===== src/logic/McbBusPkg.sv =====
package McbBusPkg;

	// ------------------------------
	// USI bus
	// ------------------------------

	// Data and address share one width
	localparam int UsiWidth = 32;

	typedef logic [UsiWidth-1:0] usiWord_t;

	// ------------------------------
	// UFI bus and FIFO entry
	// ------------------------------
	localparam int UfiDqWidth   = 16;
	localparam int UfiAdrsWidth = 32;

	// Address in the upper bits, data in the lower bits
	localparam int EntryWidth = UfiAdrsWidth + UfiDqWidth;

	typedef struct packed
	{
		logic [UfiAdrsWidth-1:0] adrs;
		logic [UfiDqWidth-1:0]   wd;
	} ufiEntry_t;

endpackage

===== src/logic/GpioUsiBridge.sv =====
`timescale 1ns/1ps

module GpioUsiBridge (
	input  logic                iSCLK,
	input  logic                iSRST,
	input  logic [15:0]         gpioWrMsb,
	input  logic [15:0]         gpioWrLsb,
	input  logic [15:0]         gpioDataEn,
	input  logic [15:0]         gpioAdrsEn,
	output logic [15:0]         gpioRdMsb,
	output logic [15:0]         gpioRdLsb,
	input  McbBusPkg::usiWord_t iMUsiRd,
	output McbBusPkg::usiWord_t oMUsiWd,
	output McbBusPkg::usiWord_t oMUsiAdrs
);

	logic adrsEnDly;
	logic adrsPulse;

	// Pulse only on the rising edge of the enable
	assign adrsPulse = gpioAdrsEn[0] && !adrsEnDly;

	// ------------------------------
	// USI master write side
	// ------------------------------
	always_ff @(posedge iSCLK)
	begin
		if (iSRST)
		begin
			oMUsiWd   <= '0;
			oMUsiAdrs <= '0;
			adrsEnDly <= 1'b0;
		end
		else
		begin
			adrsEnDly <= gpioAdrsEn[0];
			// Data is held until the next load
			if (gpioDataEn[0])
				oMUsiWd <= {gpioWrMsb, gpioWrLsb};
			// Address lives for one cycle only
			if (adrsPulse)
				oMUsiAdrs <= {gpioWrMsb, gpioWrLsb};
			else
				oMUsiAdrs <= '0;
		end
	end

	// Read word back to the CPU in two halves
	assign gpioRdMsb = iMUsiRd[31:16];
	assign gpioRdLsb = iMUsiRd[15:0];

	adrsOneCycle : assert property (@(posedge iSCLK) disable iff (iSRST)
		(oMUsiAdrs != '0) |=> (oMUsiAdrs == '0))
		else $error("USI address held longer than one cycle");

endmodule


===== config.mk =====
export PLATFORM = sky130hd
export DESIGN_NAME = GpioUsiBridge
export DESIGN_NICKNAME = d
export VERILOG_FILES = /design/src/logic/McbBusPkg.sv /design/src/logic/GpioUsiBridge.sv
export SDC_FILE = /design/constraint.sdc
export NUM_CORES = 1
export LEC_CHECK = 0
export ABC_CLOCK_PERIOD_IN_PS = 1130
export BUFFER_PORTS_ARGS = -buffer_cell sky130_fd_sc_hd__buf_2
export CORE_ASPECT_RATIO = 0.7
export CORE_MARGIN = 2
export CORE_UTILIZATION = 38
export DETAILED_ROUTE_END_ITERATION = 10
export PLACE_DENSITY = 0.91
export SYNTH_ARGS = -nofsm -noshare
export SYNTH_HDL_FRONTEND = slang
export SYNTH_SLANG_ARGS = --single-unit

===== constraint.sdc =====
create_clock -name iSCLK -period 1.13 [get_ports iSCLK]
set_input_delay 0.226 -clock iSCLK [delete_from_list [all_inputs] [get_ports iSCLK]]
set_output_delay 0.226 -clock iSCLK [all_outputs]
set_load 0.02 [all_outputs]

==> summary.md <==
| Metric | Value |
|---|---|
| Sw Ratio | 24.8% |
| Hold Crit Class | in -> reg |
| CP Data Required Time | 0.90 ns |
| Crit-path max FO | 2 |
| CORE AREA | 5780 um2 |
| Peak VDD IR | 0.000939 V |
| Clock Sinks | 65 |
| Longest Clk Path Bufs | 2 |
| WHS Path Cells | 2 |
| Post-route cell area | 2810 um2 |
| Drc violations | 0 |
| Drt total wl | 4.59 mm |
| Layout cells sized above 1 | 42.6% |
| Placement Setup Slack | 0.0882 ns |
| Netlist cell types | 10 |
| Num CTS Buffers | 9 |
| Clk pin slew, worst setup/hold paths | 0.07 ns |
| H-tree depth | 3 |
| Tmin final | 1.07 ns |
| Hold Fails Final Rpt | 0 |
| First-pass DRT Iterations | 4 |
| Fin Clk Skew | 0.0109 ns |
| Netlist Area Pre-Place | 2290 um2 |
| Worst path cell trace | buf_2 |
| Combinational Power Share | 11.0% |
| First-pass GRT wire length | 6.67 mm |
| Die width | 96.8 um |
| Syn_nets | 304 |
| Syn Area/Cell | 11.1 um2 |
| Critical path depth | 1 |
| Row cnt | 23 |
| Post-route ant nets | 0 |
| Initial core utilization | 39.6% |
| Largest delay share family, worst path | flip-flops |
| Fin crit share | 94.6% |
| # hold bufs at CTS | 0 |
| Syn Inst Count | 206 |
| GPL Wtd Cong | 0.735 |
| Switching power | 1.22 mW |
| Via count of the first global-routing pass | 1452 |
| Area post-placement | 2610 um2 |
| Total number of vias | 1583 |
| Post-cts gate resize count | 0 |
| Post-synth EDFFs | 0 |
| Worst Path Arrival | 0.84 ns |
| Total GRT Usage | 13.5% |
| Initial antenna violation count | 0 |
| Pwr/cell area | 1750 nW/um2 |
| Placed cells | 341 |
| Number of max-slew violations in the final report | 0 |
| Crit path from | oMUsiWd[3] |
| Asr flop ratio synth | 0% |
| Most instantiated cells after synthesis | dfxtp_1 (65), buf_4 (35), and2_1 (32), mux2i_1 (32), nor2_1 (32) |
| Worst slew margin | 76.4% |
| MaxCap Viol Count | 0 |
| Post-CTS Setup Bufs | 0 |
| Least-Margin Pin Slew | 0.354 ns |
| R2r worst-path depth | 3 |
| CP max-delay cell | dfxtp_1 |
| Worst r2r src | adrsEnDly |
| Final setup viols | 0 |
| Height of the die | 69.0 um |
| CTS root buffer | clkbuf_8 |
| RSZ-0062 raised after global routing | false |
| IO Pins | 194 |
| Half-perimeter wire length after placement | 3.19 mm |
| DR vias/cell | 4.43 |
| Post-route setup slack | 0.0606 ns |
| Worst Path Buf+Inv | 1 |
| Hold Path Origin | gpioWrMsb[8] |
| Yosys warnings | 0 |
| Share of total power in the clock network | 39.4% |
| Critical path launch point type | flip-flop |
| Sequential area share after synthesis | 56.8% |
| Sequential share of power | 49.6% |
| Starting DRT DRC Count | 16 |
| Proportion of netlist area held by the largest area contributor | 56.8% |
| Setup CP Type | reg -> out |
| Fillers | 524 |
| Non-filler cells in the finished layout | 357 |
| Post-synth top area cell | dfxtp_1 |
| Internal power | 3.71 mW |
| Grt ovf | 0 |
| Diodes inserted | 0 |
| Final #Nets | 375 |
| FF+latch count, synth | 65 |
| Largest net degree at the start of global routing | 34 |
| Status | complete, no violations |
| Clk Latency, worst-skew pair | 0.33 ns |
| Most common cell in the netlist | dfxtp_1 |
| Max incr delay on CP | 0.34 ns |
| PortBufs | 99 |
| P&R area growth vs syn | 22.8% |
| Top post-synthesis cells by area | dfxtp_1 (57%), mux2i_1 (14%), buf_4 (11%), and2_1 (8.7%), nor2_1 (5.2%) |
| CTS tree | done |
| Area of the die | 6680 um2 |
| Achievable Freq | 0.935 GHz |
| DR WL/cell | 12.8 um |
| Synth Flop Type | dfxtp_1 |
| Worst Setup End Kind | output port |
| Leakage power | 1.48 nW |
| TNS Setup | 0 ns |
final timing paths:
kind,endpoint,slack [ns]
worst min register to register,oMUsiWd[19],0.49
worst max register to register,oMUsiAdrs[19],0.17
worst max-delay path,oMUsiWd[3],0.06
worst min-delay path,oMUsiAdrs[24],0.11
final cells by class:
type                       instances  area [um2]  share of cell area (%)
clock inverter                     6        65.1                    2.31
multi-input combinational         98         666                    23.7
tap                               75        93.8                    3.33
timing repair buffer             103         551                    19.6
clock buffer                      10         138                    4.89
sequential                        65        1300                    46.2
state kept, by name, summed over array words and instances, names as in the netlist:
signal	count
oMUsiWd	32
adrsEnDly	1
oMUsiAdrs	32
layout by cell type (no fill, tap or decap):
cell,n
buf_2,99
dfxtp_1,65
mux2i_1,32
nor2_1,32
and2_1,32
clkbuf_8,10
clkinv_2,2
buf_4,2
buf_12,2
nor3b_4,1
nor2b_1,1
clkinv_4,1
clkinvlp_4,1
inv_6,1
bufinv_16,1
power by group through the flow:
stage | combinational, mW | clock, mW | sequential, mW
2_1_floorplan | 0.358 | 0 | 2.63
3_3_place_gp | 0.534 | 0 | 2.49
3_5_place_dp | 0.548 | 0 | 2.50
4_1_cts | 0.548 | 2.02 | 2.44
5_1_grt | 0.582 | 2.13 | 2.45
6_report | 0.540 | 1.94 | 2.44
logic make-up (layout without fill, tap and decap cells):
kind of cell	Yosys count	after routing	share of synthesized area, %
simple gates	66	66	15.1
flops	65	65	56.8
buf+inv	43	119	14.1
mux	32	32	14.0
through the flow:
stage / utilization, % / hold WS, ns / power [mW]
after global placement: 45.1 / 0.439 / 3.02
after floorplan: - / 0.348 / 2.99
after detailed placement: 45.1 / 0.444 / 3.04
after global routing: 48.6 / 0.0858 / 5.17
after CTS: 48.6 / 0.0825 / 5.02
final: 48.6 / 0.106 / 4.93
per-layer routing:
metal | vias up | GRT usage, % | share of wire [%]
met4 | 0 | 7.92 | 2.2
met1 | 726 | 14.3 | 43
met2 | 78 | 22.4 | 46
li1 | 761 | - | -
met5 | - | 0 | 0
met3 | 18 | 6.85 | 8.7
Note: power is estimated with default switching activity, not from simulation.
