--- config.mk ---
export PLATFORM = sky130hd
export DESIGN_NAME = MicroControllerCsr_flat
export DESIGN_NICKNAME = d
export VERILOG_FILES = /design/src/logic/McbCsrPkg.sv /design/src/logic/McbBusPkg.sv /design/src/logic/UfiStageIf.sv /design/src/logic/MicroControllerCsr.sv /design/src/flat_wrapper.sv
export SDC_FILE = /design/constraint.sdc
export NUM_CORES = 1
export LEC_CHECK = 0
export BUFFER_PORTS_ARGS = -buffer_cell sky130_fd_sc_hd__buf_2
export CORE_MARGIN = 2
export CORE_UTILIZATION = 43
export DETAILED_ROUTE_END_ITERATION = 8
export PLACE_DENSITY_LB_ADDON = 0.08
export SYNTH_ARGS = -nofsm -noshare
export SYNTH_HDL_FRONTEND = slang
export SYNTH_SLANG_ARGS = --single-unit
--- constraint.sdc ---
create_clock -name iSCLK -period 6.6 [get_ports iSCLK]
set_clock_uncertainty 0.2 [all_clocks]
set_input_delay 0.33 -clock iSCLK [delete_from_list [all_inputs] [get_ports iSCLK]]
set_output_delay 0.33 -clock iSCLK [all_outputs]
set_load 0.1 [all_outputs]
--- src/logic/McbCsrPkg.sv ---
package McbCsrPkg;

	// Block select field of a USI address, bits 31 to 24
	localparam int CsrBlockLsb   = 24;
	localparam int CsrBlockWidth = 8;

	// Register offsets in the low byte
	localparam int CsrOfsWidth = 8;
	localparam logic [CsrOfsWidth-1:0] CsrOfsWd   = 8'h04;
	localparam logic [CsrOfsWidth-1:0] CsrOfsAdrs = 8'h08;
	localparam logic [CsrOfsWidth-1:0] CsrOfsCmd  = 8'h0C;

	// Command code sits in the low bits of the write data
	localparam int CmdWidth = 2;

	typedef enum logic [CmdWidth-1:0]
	{
		CmdNop   = 2'd0,
		CmdPush  = 2'd1,
		CmdFlush = 2'd2
	} csrCmd_t;

	typedef enum logic
	{
		StIdle     = 1'b0,
		StPushWait = 1'b1
	} csrState_t;

	// Status word layout
	localparam int StPendBit  = 0;
	localparam int StFullBit  = 1;
	localparam int StCntLsb   = 8;
	localparam int StCntWidth = 8;

endpackage

--- src/logic/McbBusPkg.sv ---
package McbBusPkg;

	// ------------------------------
	// USI bus
	// ------------------------------

	// Data and address share one width
	localparam int UsiWidth = 32;

	typedef logic [UsiWidth-1:0] usiWord_t;

	// ------------------------------
	// UFI bus and FIFO entry
	// ------------------------------
	localparam int UfiDqWidth   = 16;
	localparam int UfiAdrsWidth = 32;

	// Address in the upper bits, data in the lower bits
	localparam int EntryWidth = UfiAdrsWidth + UfiDqWidth;

	typedef struct packed
	{
		logic [UfiAdrsWidth-1:0] adrs;
		logic [UfiDqWidth-1:0]   wd;
	} ufiEntry_t;

endpackage
--- src/logic/UfiStageIf.sv ---
`timescale 1ns/1ps

// Staged entries travelling from the CSR block into the FIFO
interface UfiStageIf;

	McbBusPkg::ufiEntry_t entry;
	logic                 we;
	logic                 flush;
	logic                 full;

	modport csr
	(
		output entry,
		output we,
		output flush,
		input  full
	);

	modport fifo
	(
		input  entry,
		input  we,
		input  flush,
		output full
	);

endinterface

--- src/logic/MicroControllerCsr.sv ---
`timescale 1ns/1ps

module MicroControllerCsr #(
	parameter logic [McbCsrPkg::CsrBlockWidth-1:0] pAdrsMap = 8'h01
)(
	input  logic                iSCLK,
	input  logic                iSRST,
	input  McbBusPkg::usiWord_t iSUsiWd,
	input  McbBusPkg::usiWord_t iSUsiAdrs,
	output McbBusPkg::usiWord_t oSUsiRd,
	UfiStageIf.csr              stage
);

	// ------------------------------
	// Write decode
	// ------------------------------
	logic                              blockHit;
	logic [McbCsrPkg::CsrOfsWidth-1:0] csrOfs;
	McbCsrPkg::csrCmd_t                cmd;
	logic                              pushCmd;
	logic                              flushCmd;

	// Address is only nonzero during a write cycle
	assign blockHit = (iSUsiAdrs != '0) &&
		(iSUsiAdrs[McbCsrPkg::CsrBlockLsb +: McbCsrPkg::CsrBlockWidth] == pAdrsMap);
	assign csrOfs   = iSUsiAdrs[McbCsrPkg::CsrOfsWidth-1:0];
	assign cmd      = McbCsrPkg::csrCmd_t'(iSUsiWd[McbCsrPkg::CmdWidth-1:0]);
	assign pushCmd  = blockHit && (csrOfs == McbCsrPkg::CsrOfsCmd) && (cmd == McbCsrPkg::CmdPush);
	assign flushCmd = blockHit && (csrOfs == McbCsrPkg::CsrOfsCmd) && (cmd == McbCsrPkg::CmdFlush);

	// Staged data and address
	logic [McbBusPkg::UfiDqWidth-1:0]   stagedWd;
	logic [McbBusPkg::UfiAdrsWidth-1:0] stagedAdrs;
	McbBusPkg::ufiEntry_t               entryReg;
	McbCsrPkg::csrState_t               state;

	always_ff @(posedge iSCLK)
	begin
		if (blockHit && csrOfs == McbCsrPkg::CsrOfsWd)
			stagedWd <= iSUsiWd[McbBusPkg::UfiDqWidth-1:0];
		if (blockHit && csrOfs == McbCsrPkg::CsrOfsAdrs)
			stagedAdrs <= iSUsiWd[McbBusPkg::UfiAdrsWidth-1:0];
		// Entry is frozen when the push is taken, pending or not
		if (pushCmd && state == McbCsrPkg::StIdle)
			entryReg <= {stagedAdrs, stagedWd};
	end

	// ------------------------------
	// Push sequencer
	// ------------------------------
	logic                               weReg;
	logic                               flushReg;
	logic [McbCsrPkg::StCntWidth-1:0]   pushCnt;

	always_ff @(posedge iSCLK)
	begin
		if (iSRST)
		begin
			state    <= McbCsrPkg::StIdle;
			weReg    <= 1'b0;
			flushReg <= 1'b0;
			pushCnt  <= '0;
		end
		else
		begin
			weReg    <= 1'b0;
			flushReg <= 1'b0;
			if (weReg)
				pushCnt <= pushCnt + 1'b1;
			// Flush also drops a pending push
			if (flushCmd)
			begin
				flushReg <= 1'b1;
				state    <= McbCsrPkg::StIdle;
			end
			else
			begin
				case (state)
					McbCsrPkg::StIdle:
						if (pushCmd)
						begin
							// Full only rises through a write, so a free slot now stays free
							if (!stage.full && !weReg)
								weReg <= 1'b1;
							else
								state <= McbCsrPkg::StPushWait;
						end
					McbCsrPkg::StPushWait:
						if (!stage.full)
						begin
							weReg <= 1'b1;
							state <= McbCsrPkg::StIdle;
						end
					default:
						state <= McbCsrPkg::StIdle;
				endcase
			end
		end
	end

	assign stage.entry = entryReg;
	assign stage.we    = weReg;
	assign stage.flush = flushReg;

	// ------------------------------
	// Status readback
	// ------------------------------
	McbBusPkg::usiWord_t statusWord;

	always_comb
	begin
		statusWord = '0;
		statusWord[McbCsrPkg::StPendBit] = (state == McbCsrPkg::StPushWait);
		statusWord[McbCsrPkg::StFullBit] = stage.full;
		statusWord[McbCsrPkg::StCntLsb +: McbCsrPkg::StCntWidth] = pushCnt;
	end

	always_ff @(posedge iSCLK)
	begin
		if (iSRST)
			oSUsiRd <= '0;
		else
			oSUsiRd <= statusWord;
	end

	// FIFO never sees a write it cannot take
	weNotFull : assert property (@(posedge iSCLK) disable iff (iSRST)
		stage.we |-> !stage.full)
		else $error("stage write while FIFO full");

	weFlushExcl : assert property (@(posedge iSCLK) disable iff (iSRST)
		!(stage.we && stage.flush))
		else $error("stage write and flush in one cycle");

endmodule

--- src/flat_wrapper.sv ---
// flat-port wrapper written by rule: the top's interface ports become plain ports
module MicroControllerCsr_flat 
#(
	parameter logic [McbCsrPkg::CsrBlockWidth-1:0] pAdrsMap = 8'h01
)
  (iSCLK, iSRST, iSUsiWd, iSUsiAdrs, oSUsiRd, stage_entry, stage_we, stage_flush, stage_full);
  UfiStageIf stage_i ();
  input  logic iSCLK;
  input  logic iSRST;
  input  McbBusPkg::usiWord_t iSUsiWd;
  input  McbBusPkg::usiWord_t iSUsiAdrs;
  output McbBusPkg::usiWord_t oSUsiRd;
  output wire logic [$bits(stage_i.entry)-1:0] stage_entry;
  output wire logic [$bits(stage_i.we)-1:0] stage_we;
  output wire logic [$bits(stage_i.flush)-1:0] stage_flush;
  input wire logic [$bits(stage_i.full)-1:0] stage_full;
  assign stage_entry = stage_i.entry;
  assign stage_we = stage_i.we;
  assign stage_flush = stage_i.flush;
  assign stage_i.full = stage_full;
  MicroControllerCsr #(.pAdrsMap(pAdrsMap)) u_core (.iSCLK(iSCLK), .iSRST(iSRST), .iSUsiWd(iSUsiWd), .iSUsiAdrs(iSUsiAdrs), .oSUsiRd(oSUsiRd), .stage(stage_i));
endmodule
==> results of run 1 <==
==> cell usage in the layout, fill, tap and decap left out, types with 4 or more instances in the layout <==
cell type        n
inv_6            4
nor2_1           9
xor2_1           4
clkbuf_16       16
edfxtp_1        96
nor2b_1          9
dfxtp_1         21
buf_2          110
dlygate4sd3_1   35
nand2_1          4
conb_1          22
bufinv_16        4
==> through the flow <==
step | power, W | cells | area, um2
after floorplan | 0.000880 | 220 | 3990
after global placement | 0.000888 | 415 | 4520
after detailed placement | 0.000889 | 415 | 4520
after CTS | 0.00185 | 482 | 5480
after global routing | 0.00188 | 482 | 5480
final | 0.00183 | 482 | 5480
==> power by group through the flow <==
stage	Clock [W]	Combinational [W]	Sequential (W)
after floorplan	0	0.0000690	0.000811
after global placement	0	0.0000801	0.000808
after detailed placement	0	0.0000809	0.000808
after CTS	0.000956	0.0000970	0.000793
after global routing	0.000987	0.000102	0.000793
final	0.000936	0.0000971	0.000793
==> final cells by class <==
cell class	count	area, um2
flip-flops and latches	117	3300
fillers	687	3280
repair buffers	147	916
multi-input cells	77	509
clock buffers	18	418
clock inverters	14	198
well taps	108	135
inverters	1	3.75
==> metal layers <==
layer  up-vias  part of all wire  track usage
met4         0            0.0094       0.0474
li1       1030                 -            -
met5         -                 0            0
met2        88              0.50        0.228
met1      1034              0.42        0.162
met3        10             0.073       0.0647
==> timing repair <==
item / 4_1_cts / 5_1_grt
hold endpoints to repair: 52 / 0
hold buffers: 35 / 0
endpoints found under the setup margin: 0 / 0
==> state kept, by name, indices dropped and copies added, names as in the netlist <==
| register | cells |
|---|---|
| u_core.stagedWd | 16 |
| u_core.pushCnt | 8 |
| u_core.stage.entry | 48 |
| u_core.stage.flush | 1 |
| u_core.oSUsiRd | 10 |
| u_core.state | 1 |
| u_core.stagedAdrs | 32 |
| u_core.stage.we | 1 |
==> kinds of logic (layout without fill, tap and decap cells) <==
group           after synthesis  count (layout)  synth area share
mux                           1               1           0.00256
flops                       117             117             0.845
fa+ha+maj                     1               1           0.00320
compound gates                7               7            0.0125
buf+inv                      26             180            0.0464
xor+xnor                      5               5            0.0112
simple gates                 41              41            0.0781
other cells                   1              22          0.000959
==> final timing paths <==
check / end / slack [ns] / cells past startpoint
max reg2reg: u_core.stage.entry[19]$_DFFE_PP_ / 4.90 / 2
max: u_core.stagedAdrs[2]$_DFFE_PP_ / 4.42 / 4
min: u_core.pushCnt[2]$_SDFFE_PP0P_ / 0.02 / 2
min reg2reg: u_core.stage.entry[1]$_DFFE_PP_ / 0.21 / 0
==> flow_metrics.tcl, run 1 <==
set metrics [dict create \
    cp_cell_sequence "dlygate4sd3_1 -> buf_2 -> nor4b_1 -> and4_2" \
    worst_pin_slew_ns 0.818 \
    period_needed_ns 2.18 \
    cp-end-kind "flop" \
    grt_util_all_layers 0.139 \
    preCtsSetupSlack_ns 4.20 \
    min_from "iSRST" \
    maxCapViolCount 0 \
    async_flop_share 0 \
    dieWidth_um 99.3 \
    cts_resized 0 \
    peakVddDrop_uv 187 \
    yosys.area.top_type_share 0.738 \
    tns_ns 0 \
    p_seq_frac 0.434 \
    pwr_density_cell_nw_per_um2 333 \
    clk_pin_slew_ns 0.06 \
    die_area_um2 9870 \
    synth_top_cells_by_count "edfxtp_1, buf_4, dfxtp_1" \
    p_comb_frac 0.053 \
    drive_gt1_frac 0.406 \
    fin_nets 429 \
    rsz0062_at_grt "false" \
    rows 34 \
    yosys.cell_count.top_type "edfxtp_1" \
    clockBufferDepth 2 \
    io_buffer_count 110 \
    maxSlewHeadroom 0.455 \
    hp-class "input pin to flop" \
    syn_to_final_growth_pct 40.3 \
    period_share 0.331 \
    synth_edf_count 96 \
    wl_per_cell_um 13.5 \
    pwr-share-clk 0.513 \
    firstDrtPassIters 4 \
    finish.utilization 0.626 \
    synthesis.area_um2 3910 \
    first_global_vias 2107 \
    clkLatencyLatePin_ns 0.50 \
    clock-sinks 117 \
    avgSynthCellArea_um2 19.6 \
    ant_nets 0 \
    antenna_cells 0 \
    cp.required_ns 6.52 \
    gp_congestion 0.712 \
    hold_viol 0 \
    antenna_found_initial 0 \
    holdWs_ns 0.0245 \
    cts_buffers 17 \
    p_leak_nw 2.14 \
    r2r-start "u_core.state$_SDFF_PP0_" \
    die_h_um 99.3 \
    grt_pass1_wl_mm 10.2 \
    critPathLaunch "iSUsiAdrs[3]" \
    critPathTopFamily "simple AND/OR/NAND/NOR gates" \
    wl_mm 6.50 \
    switching_share 0.214 \
    grt_max_degree 49 \
    intPower_w 0.00144 \
    cp_max_fo 32 \
    setup_viol 0 \
    drc_errors 0 \
    yosys-top-cells-area "edfxtp_1, dfxtp_1, buf_4" \
    max_freq_ghz 0.458 \
    syn_inst 199 \
    hpwl_mm 4.02 \
    path_class "input pin to flop" \
    critPathMaxStageDelay_ns 0.83 \
    io_pins 149 \
    drt_iter0_drc 87 \
    maxSlewViolCount 0 \
    gr-total-overflow 0 \
    post_cts.repair.setup_buffers 0 \
    synthFlopType "edfxtp_1" \
    setup_ws_ns 4.42 \
    cp.buffers_inverters 2 \
    yosys.area.top_type "edfxtp_1" \
    critPathArrivalTime_ns 2.11 \
    start_util 0.446 \
    slowest_stage "and4_2" \
    cts_max_level 4 \
    yosysUniqueCellTypes 34 \
    outcome "completed" \
    yosysWarnings 0 \
    core-area_um2 8760 \
    p_switching_w 0.000391 \
    vias 2162 \
    vias_per_cell 4.49 \
    synth_seq_area_share 0.845 \
    ctsRootBufferMaster "clkbuf_8" \
    yosys_register_bits 117 \
    cts_tree "yes" \
    startpoint_type "input pin" \
]
(Power assumes the default switching activity.)
==> run 2, diff against run 1 <==
--- a/config.mk
+++ b/config.mk
@@ -5,9 +5,10 @@
 export SDC_FILE = /design/constraint.sdc
 export NUM_CORES = 1
 export LEC_CHECK = 0
+export ABC_AREA = 1
 export BUFFER_PORTS_ARGS = -buffer_cell sky130_fd_sc_hd__buf_2
 export CORE_MARGIN = 2
-export CORE_UTILIZATION = 43
+export CORE_UTILIZATION = 48
 export DETAILED_ROUTE_END_ITERATION = 8
 export PLACE_DENSITY_LB_ADDON = 0.08
 export SYNTH_ARGS = -nofsm -noshare
==> constraint.sdc (replaced) <==
create_clock -name iSCLK -period 2.3 [get_ports iSCLK]
set_clock_uncertainty 0.2 [all_clocks]
set_input_delay 0.115 -clock iSCLK [delete_from_list [all_inputs] [get_ports iSCLK]]
set_output_delay 0.115 -clock iSCLK [all_outputs]
set_load 0.1 [all_outputs]
==> flow_metrics.tcl, run 2 <==
set metrics [dict create \
    synthFlopType "edfxtp_1" \
    core-area_um2 8090 \
    clockBufferDepth 2 \
    cp-end-kind "flop" \
    wl_per_cell_um 12.7 \
    largest_reg_flops 48 \
    maxCapViolCount 0 \
    maxSlewHeadroom 0.661 \
    firstDrtPassIters 4 \
    maxSlewViolCount 0 \
    dieWidth_um 94.7 \
    peakVddDrop_uv 480 \
    yosysUniqueCellTypes 25 \
    die_h_um 94.7 \
    synth_seq_area_share 0.837 \
    ctsRootBufferMaster "clkbuf_8" \
    m1WireLength_mm 2.72 \
    avgSynthCellArea_um2 16.7 \
    p_leak_nw 2.29 \
    yosys.area.top_type "edfxtp_1" \
    path_class "input pin to flop" \
    cts_buffers 17 \
    holdWs_ns 0.131 \
    drc_errors 0 \
    stdcell_count 534 \
    async_flop_share 0 \
    grt_max_degree 39 \
    io_pins 149 \
    clkLatencyLatePin_ns 0.49 \
    first_global_vias 2239 \
    vias_per_cell 4.36 \
    wl_met3_um 449 \
    wl_met2_mm 3.49 \
    preCtsSetupSlack_ns 0.503 \
    power_w 0.00491 \
    gr-total-overflow 0 \
    pwr-share-clk 0.475 \
    synth_edf_count 96 \
    clock-sinks 117 \
    mostFrequentLayoutCell "buf_2" \
    yosysWarnings 0 \
    synth_top_cells_by_count "edfxtp_1, nor2_1, buf_4" \
    period_needed_ns 2.18 \
    period_share 0.949 \
    io_buffer_count 110 \
    final_cell_mix "buf_2, edfxtp_1, dlygate4sd3_1" \
    vias 2329 \
    clk_pin_slew_ns 0.05 \
    ant_nets 0 \
    hpwl_mm 4.22 \
    antenna_found_initial 0 \
    outcome "completed" \
    start_util 0.488 \
    drt_iter0_drc 79 \
    hold_viol 0 \
    top_layer "met4" \
    setup_ws_ns 0.118 \
    yosys.area.top_type_share 0.730 \
    p_comb_frac 0.062 \
    max_freq_ghz 0.458 \
    fin_nets 485 \
    cts_tree "yes" \
    gp_congestion 0.792 \
    startpoint_type "input pin" \
    pwr_density_cell_nw_per_um2 864 \
    syn_to_final_growth_pct 44.0 \
    wl_mm 6.76 \
    syn_inst 236 \
    drive_gt1_frac 0.380 \
    yosys-top-cells-area "edfxtp_1, dfxtp_1, buf_4" \
    placedCellCount 451 \
    die_area_um2 8970 \
    cts_max_level 4 \
    cp.required_ns 2.27 \
    antenna_cells 0 \
    setup_viol 0 \
    critPathArrivalTime_ns 2.15 \
    rows 33 \
    synthesis.area_um2 3950 \
    worst_pin_slew_ns 0.512 \
    cp_max_fo 16 \
    yosys.cell_count.top_type "edfxtp_1" \
    grt_util_all_layers 0.160 \
    intPower_w 0.00388 \
    hp-class "input pin to flop" \
    p_seq_frac 0.464 \
    yosys_register_bits 117 \
    switching_share 0.210 \
    grt_pass1_wl_mm 10.4 \
    p_switching_w 0.00103 \
]
==> run 2: cells by family after synthesis <==
family / Yosys count / share of synthesized area
buffers and inverters: 42 / 0.0628
adder cells (fa/ha/maj): 1 / 0.00317
flip-flops: 117 / 0.837
AND/OR/NAND/NOR: 67 / 0.0853
AO/OA/AOI/OAI: 8 / 0.0111
other: 1 / 0.000950
==> run 2: through the flow <==
step	TNS [ns]	util	cell area, um2
finish	0	0.702	5680
global route	-0.900	0.702	5680
CTS	0	0.699	5660
floorplan	0	-	4040
global placement	0	0.569	4600
detailed placement	0	0.569	4600
==> run 2: power by group through the flow <==
stage	Combinational, W	Clock, W	Sequential [W]
2_1_floorplan	0.000201	0	0.00233
3_3_place_gp	0.000229	0	0.00232
3_5_place_dp	0.000232	0	0.00232
4_1_cts	0.000298	0.00238	0.00228
5_1_grt	0.000320	0.00246	0.00228
6_report	0.000304	0.00233	0.00228
==> run 2: critical path, cell delays in order <==
cell and delay [ns]:
dlygate4sd3_1 0.53, buf_2 0.12, nor2_1 0.08, dlygate4sd3_1 0.56
nand3_2 0.08, nor2_4 0.14, inv_1 0.11, nor4_4 0.13
buf_4 0.29
==> run 2: final timing paths <==
check | start | to | slack, ns | cells past startpoint
worst min-delay path | iSUsiWd[29] | u_core.stagedAdrs[29]$_DFFE_PP_ | 0.13 | 2
worst min register to register | u_core.stagedWd[1]$_DFFE_PP_ | u_core.stage.entry[1]$_DFFE_PP_ | 0.21 | 0
worst max-delay path | iSUsiAdrs[27] | u_core.stagedWd[11]$_DFFE_PP_ | 0.12 | 9
worst max register to register | u_core.state$_SDFF_PP0_ | u_core.stage.entry[32]$_DFFE_PP_ | 0.73 | 4
==> run 2: routing by layer <==
layer	vias up	global-route usage
met5	-	0
met4	0	0.0845
met3	9	0.0511
met2	83	0.268
met1	1095	0.185
li1	1142	-
==> run 2: layout make-up <==
class / count / area (um2)
clock buffers: 19 / 422
clock inverters: 12 / 114
fillers: 575 / 2410
inverters: 18 / 70.1
multi-input cells: 98 / 522
flip-flops and latches: 117 / 3300
well taps: 105 / 131
repair buffers: 165 / 1120
==> run 2: repair_timing <==
action / CTS / global route
setup endpoints to repair: 0 / 56
hold endpoints to repair: 79 / 2
hold buffers: 52 / 2
setup buffers: 0 / 0
resized for setup: 0 / 6
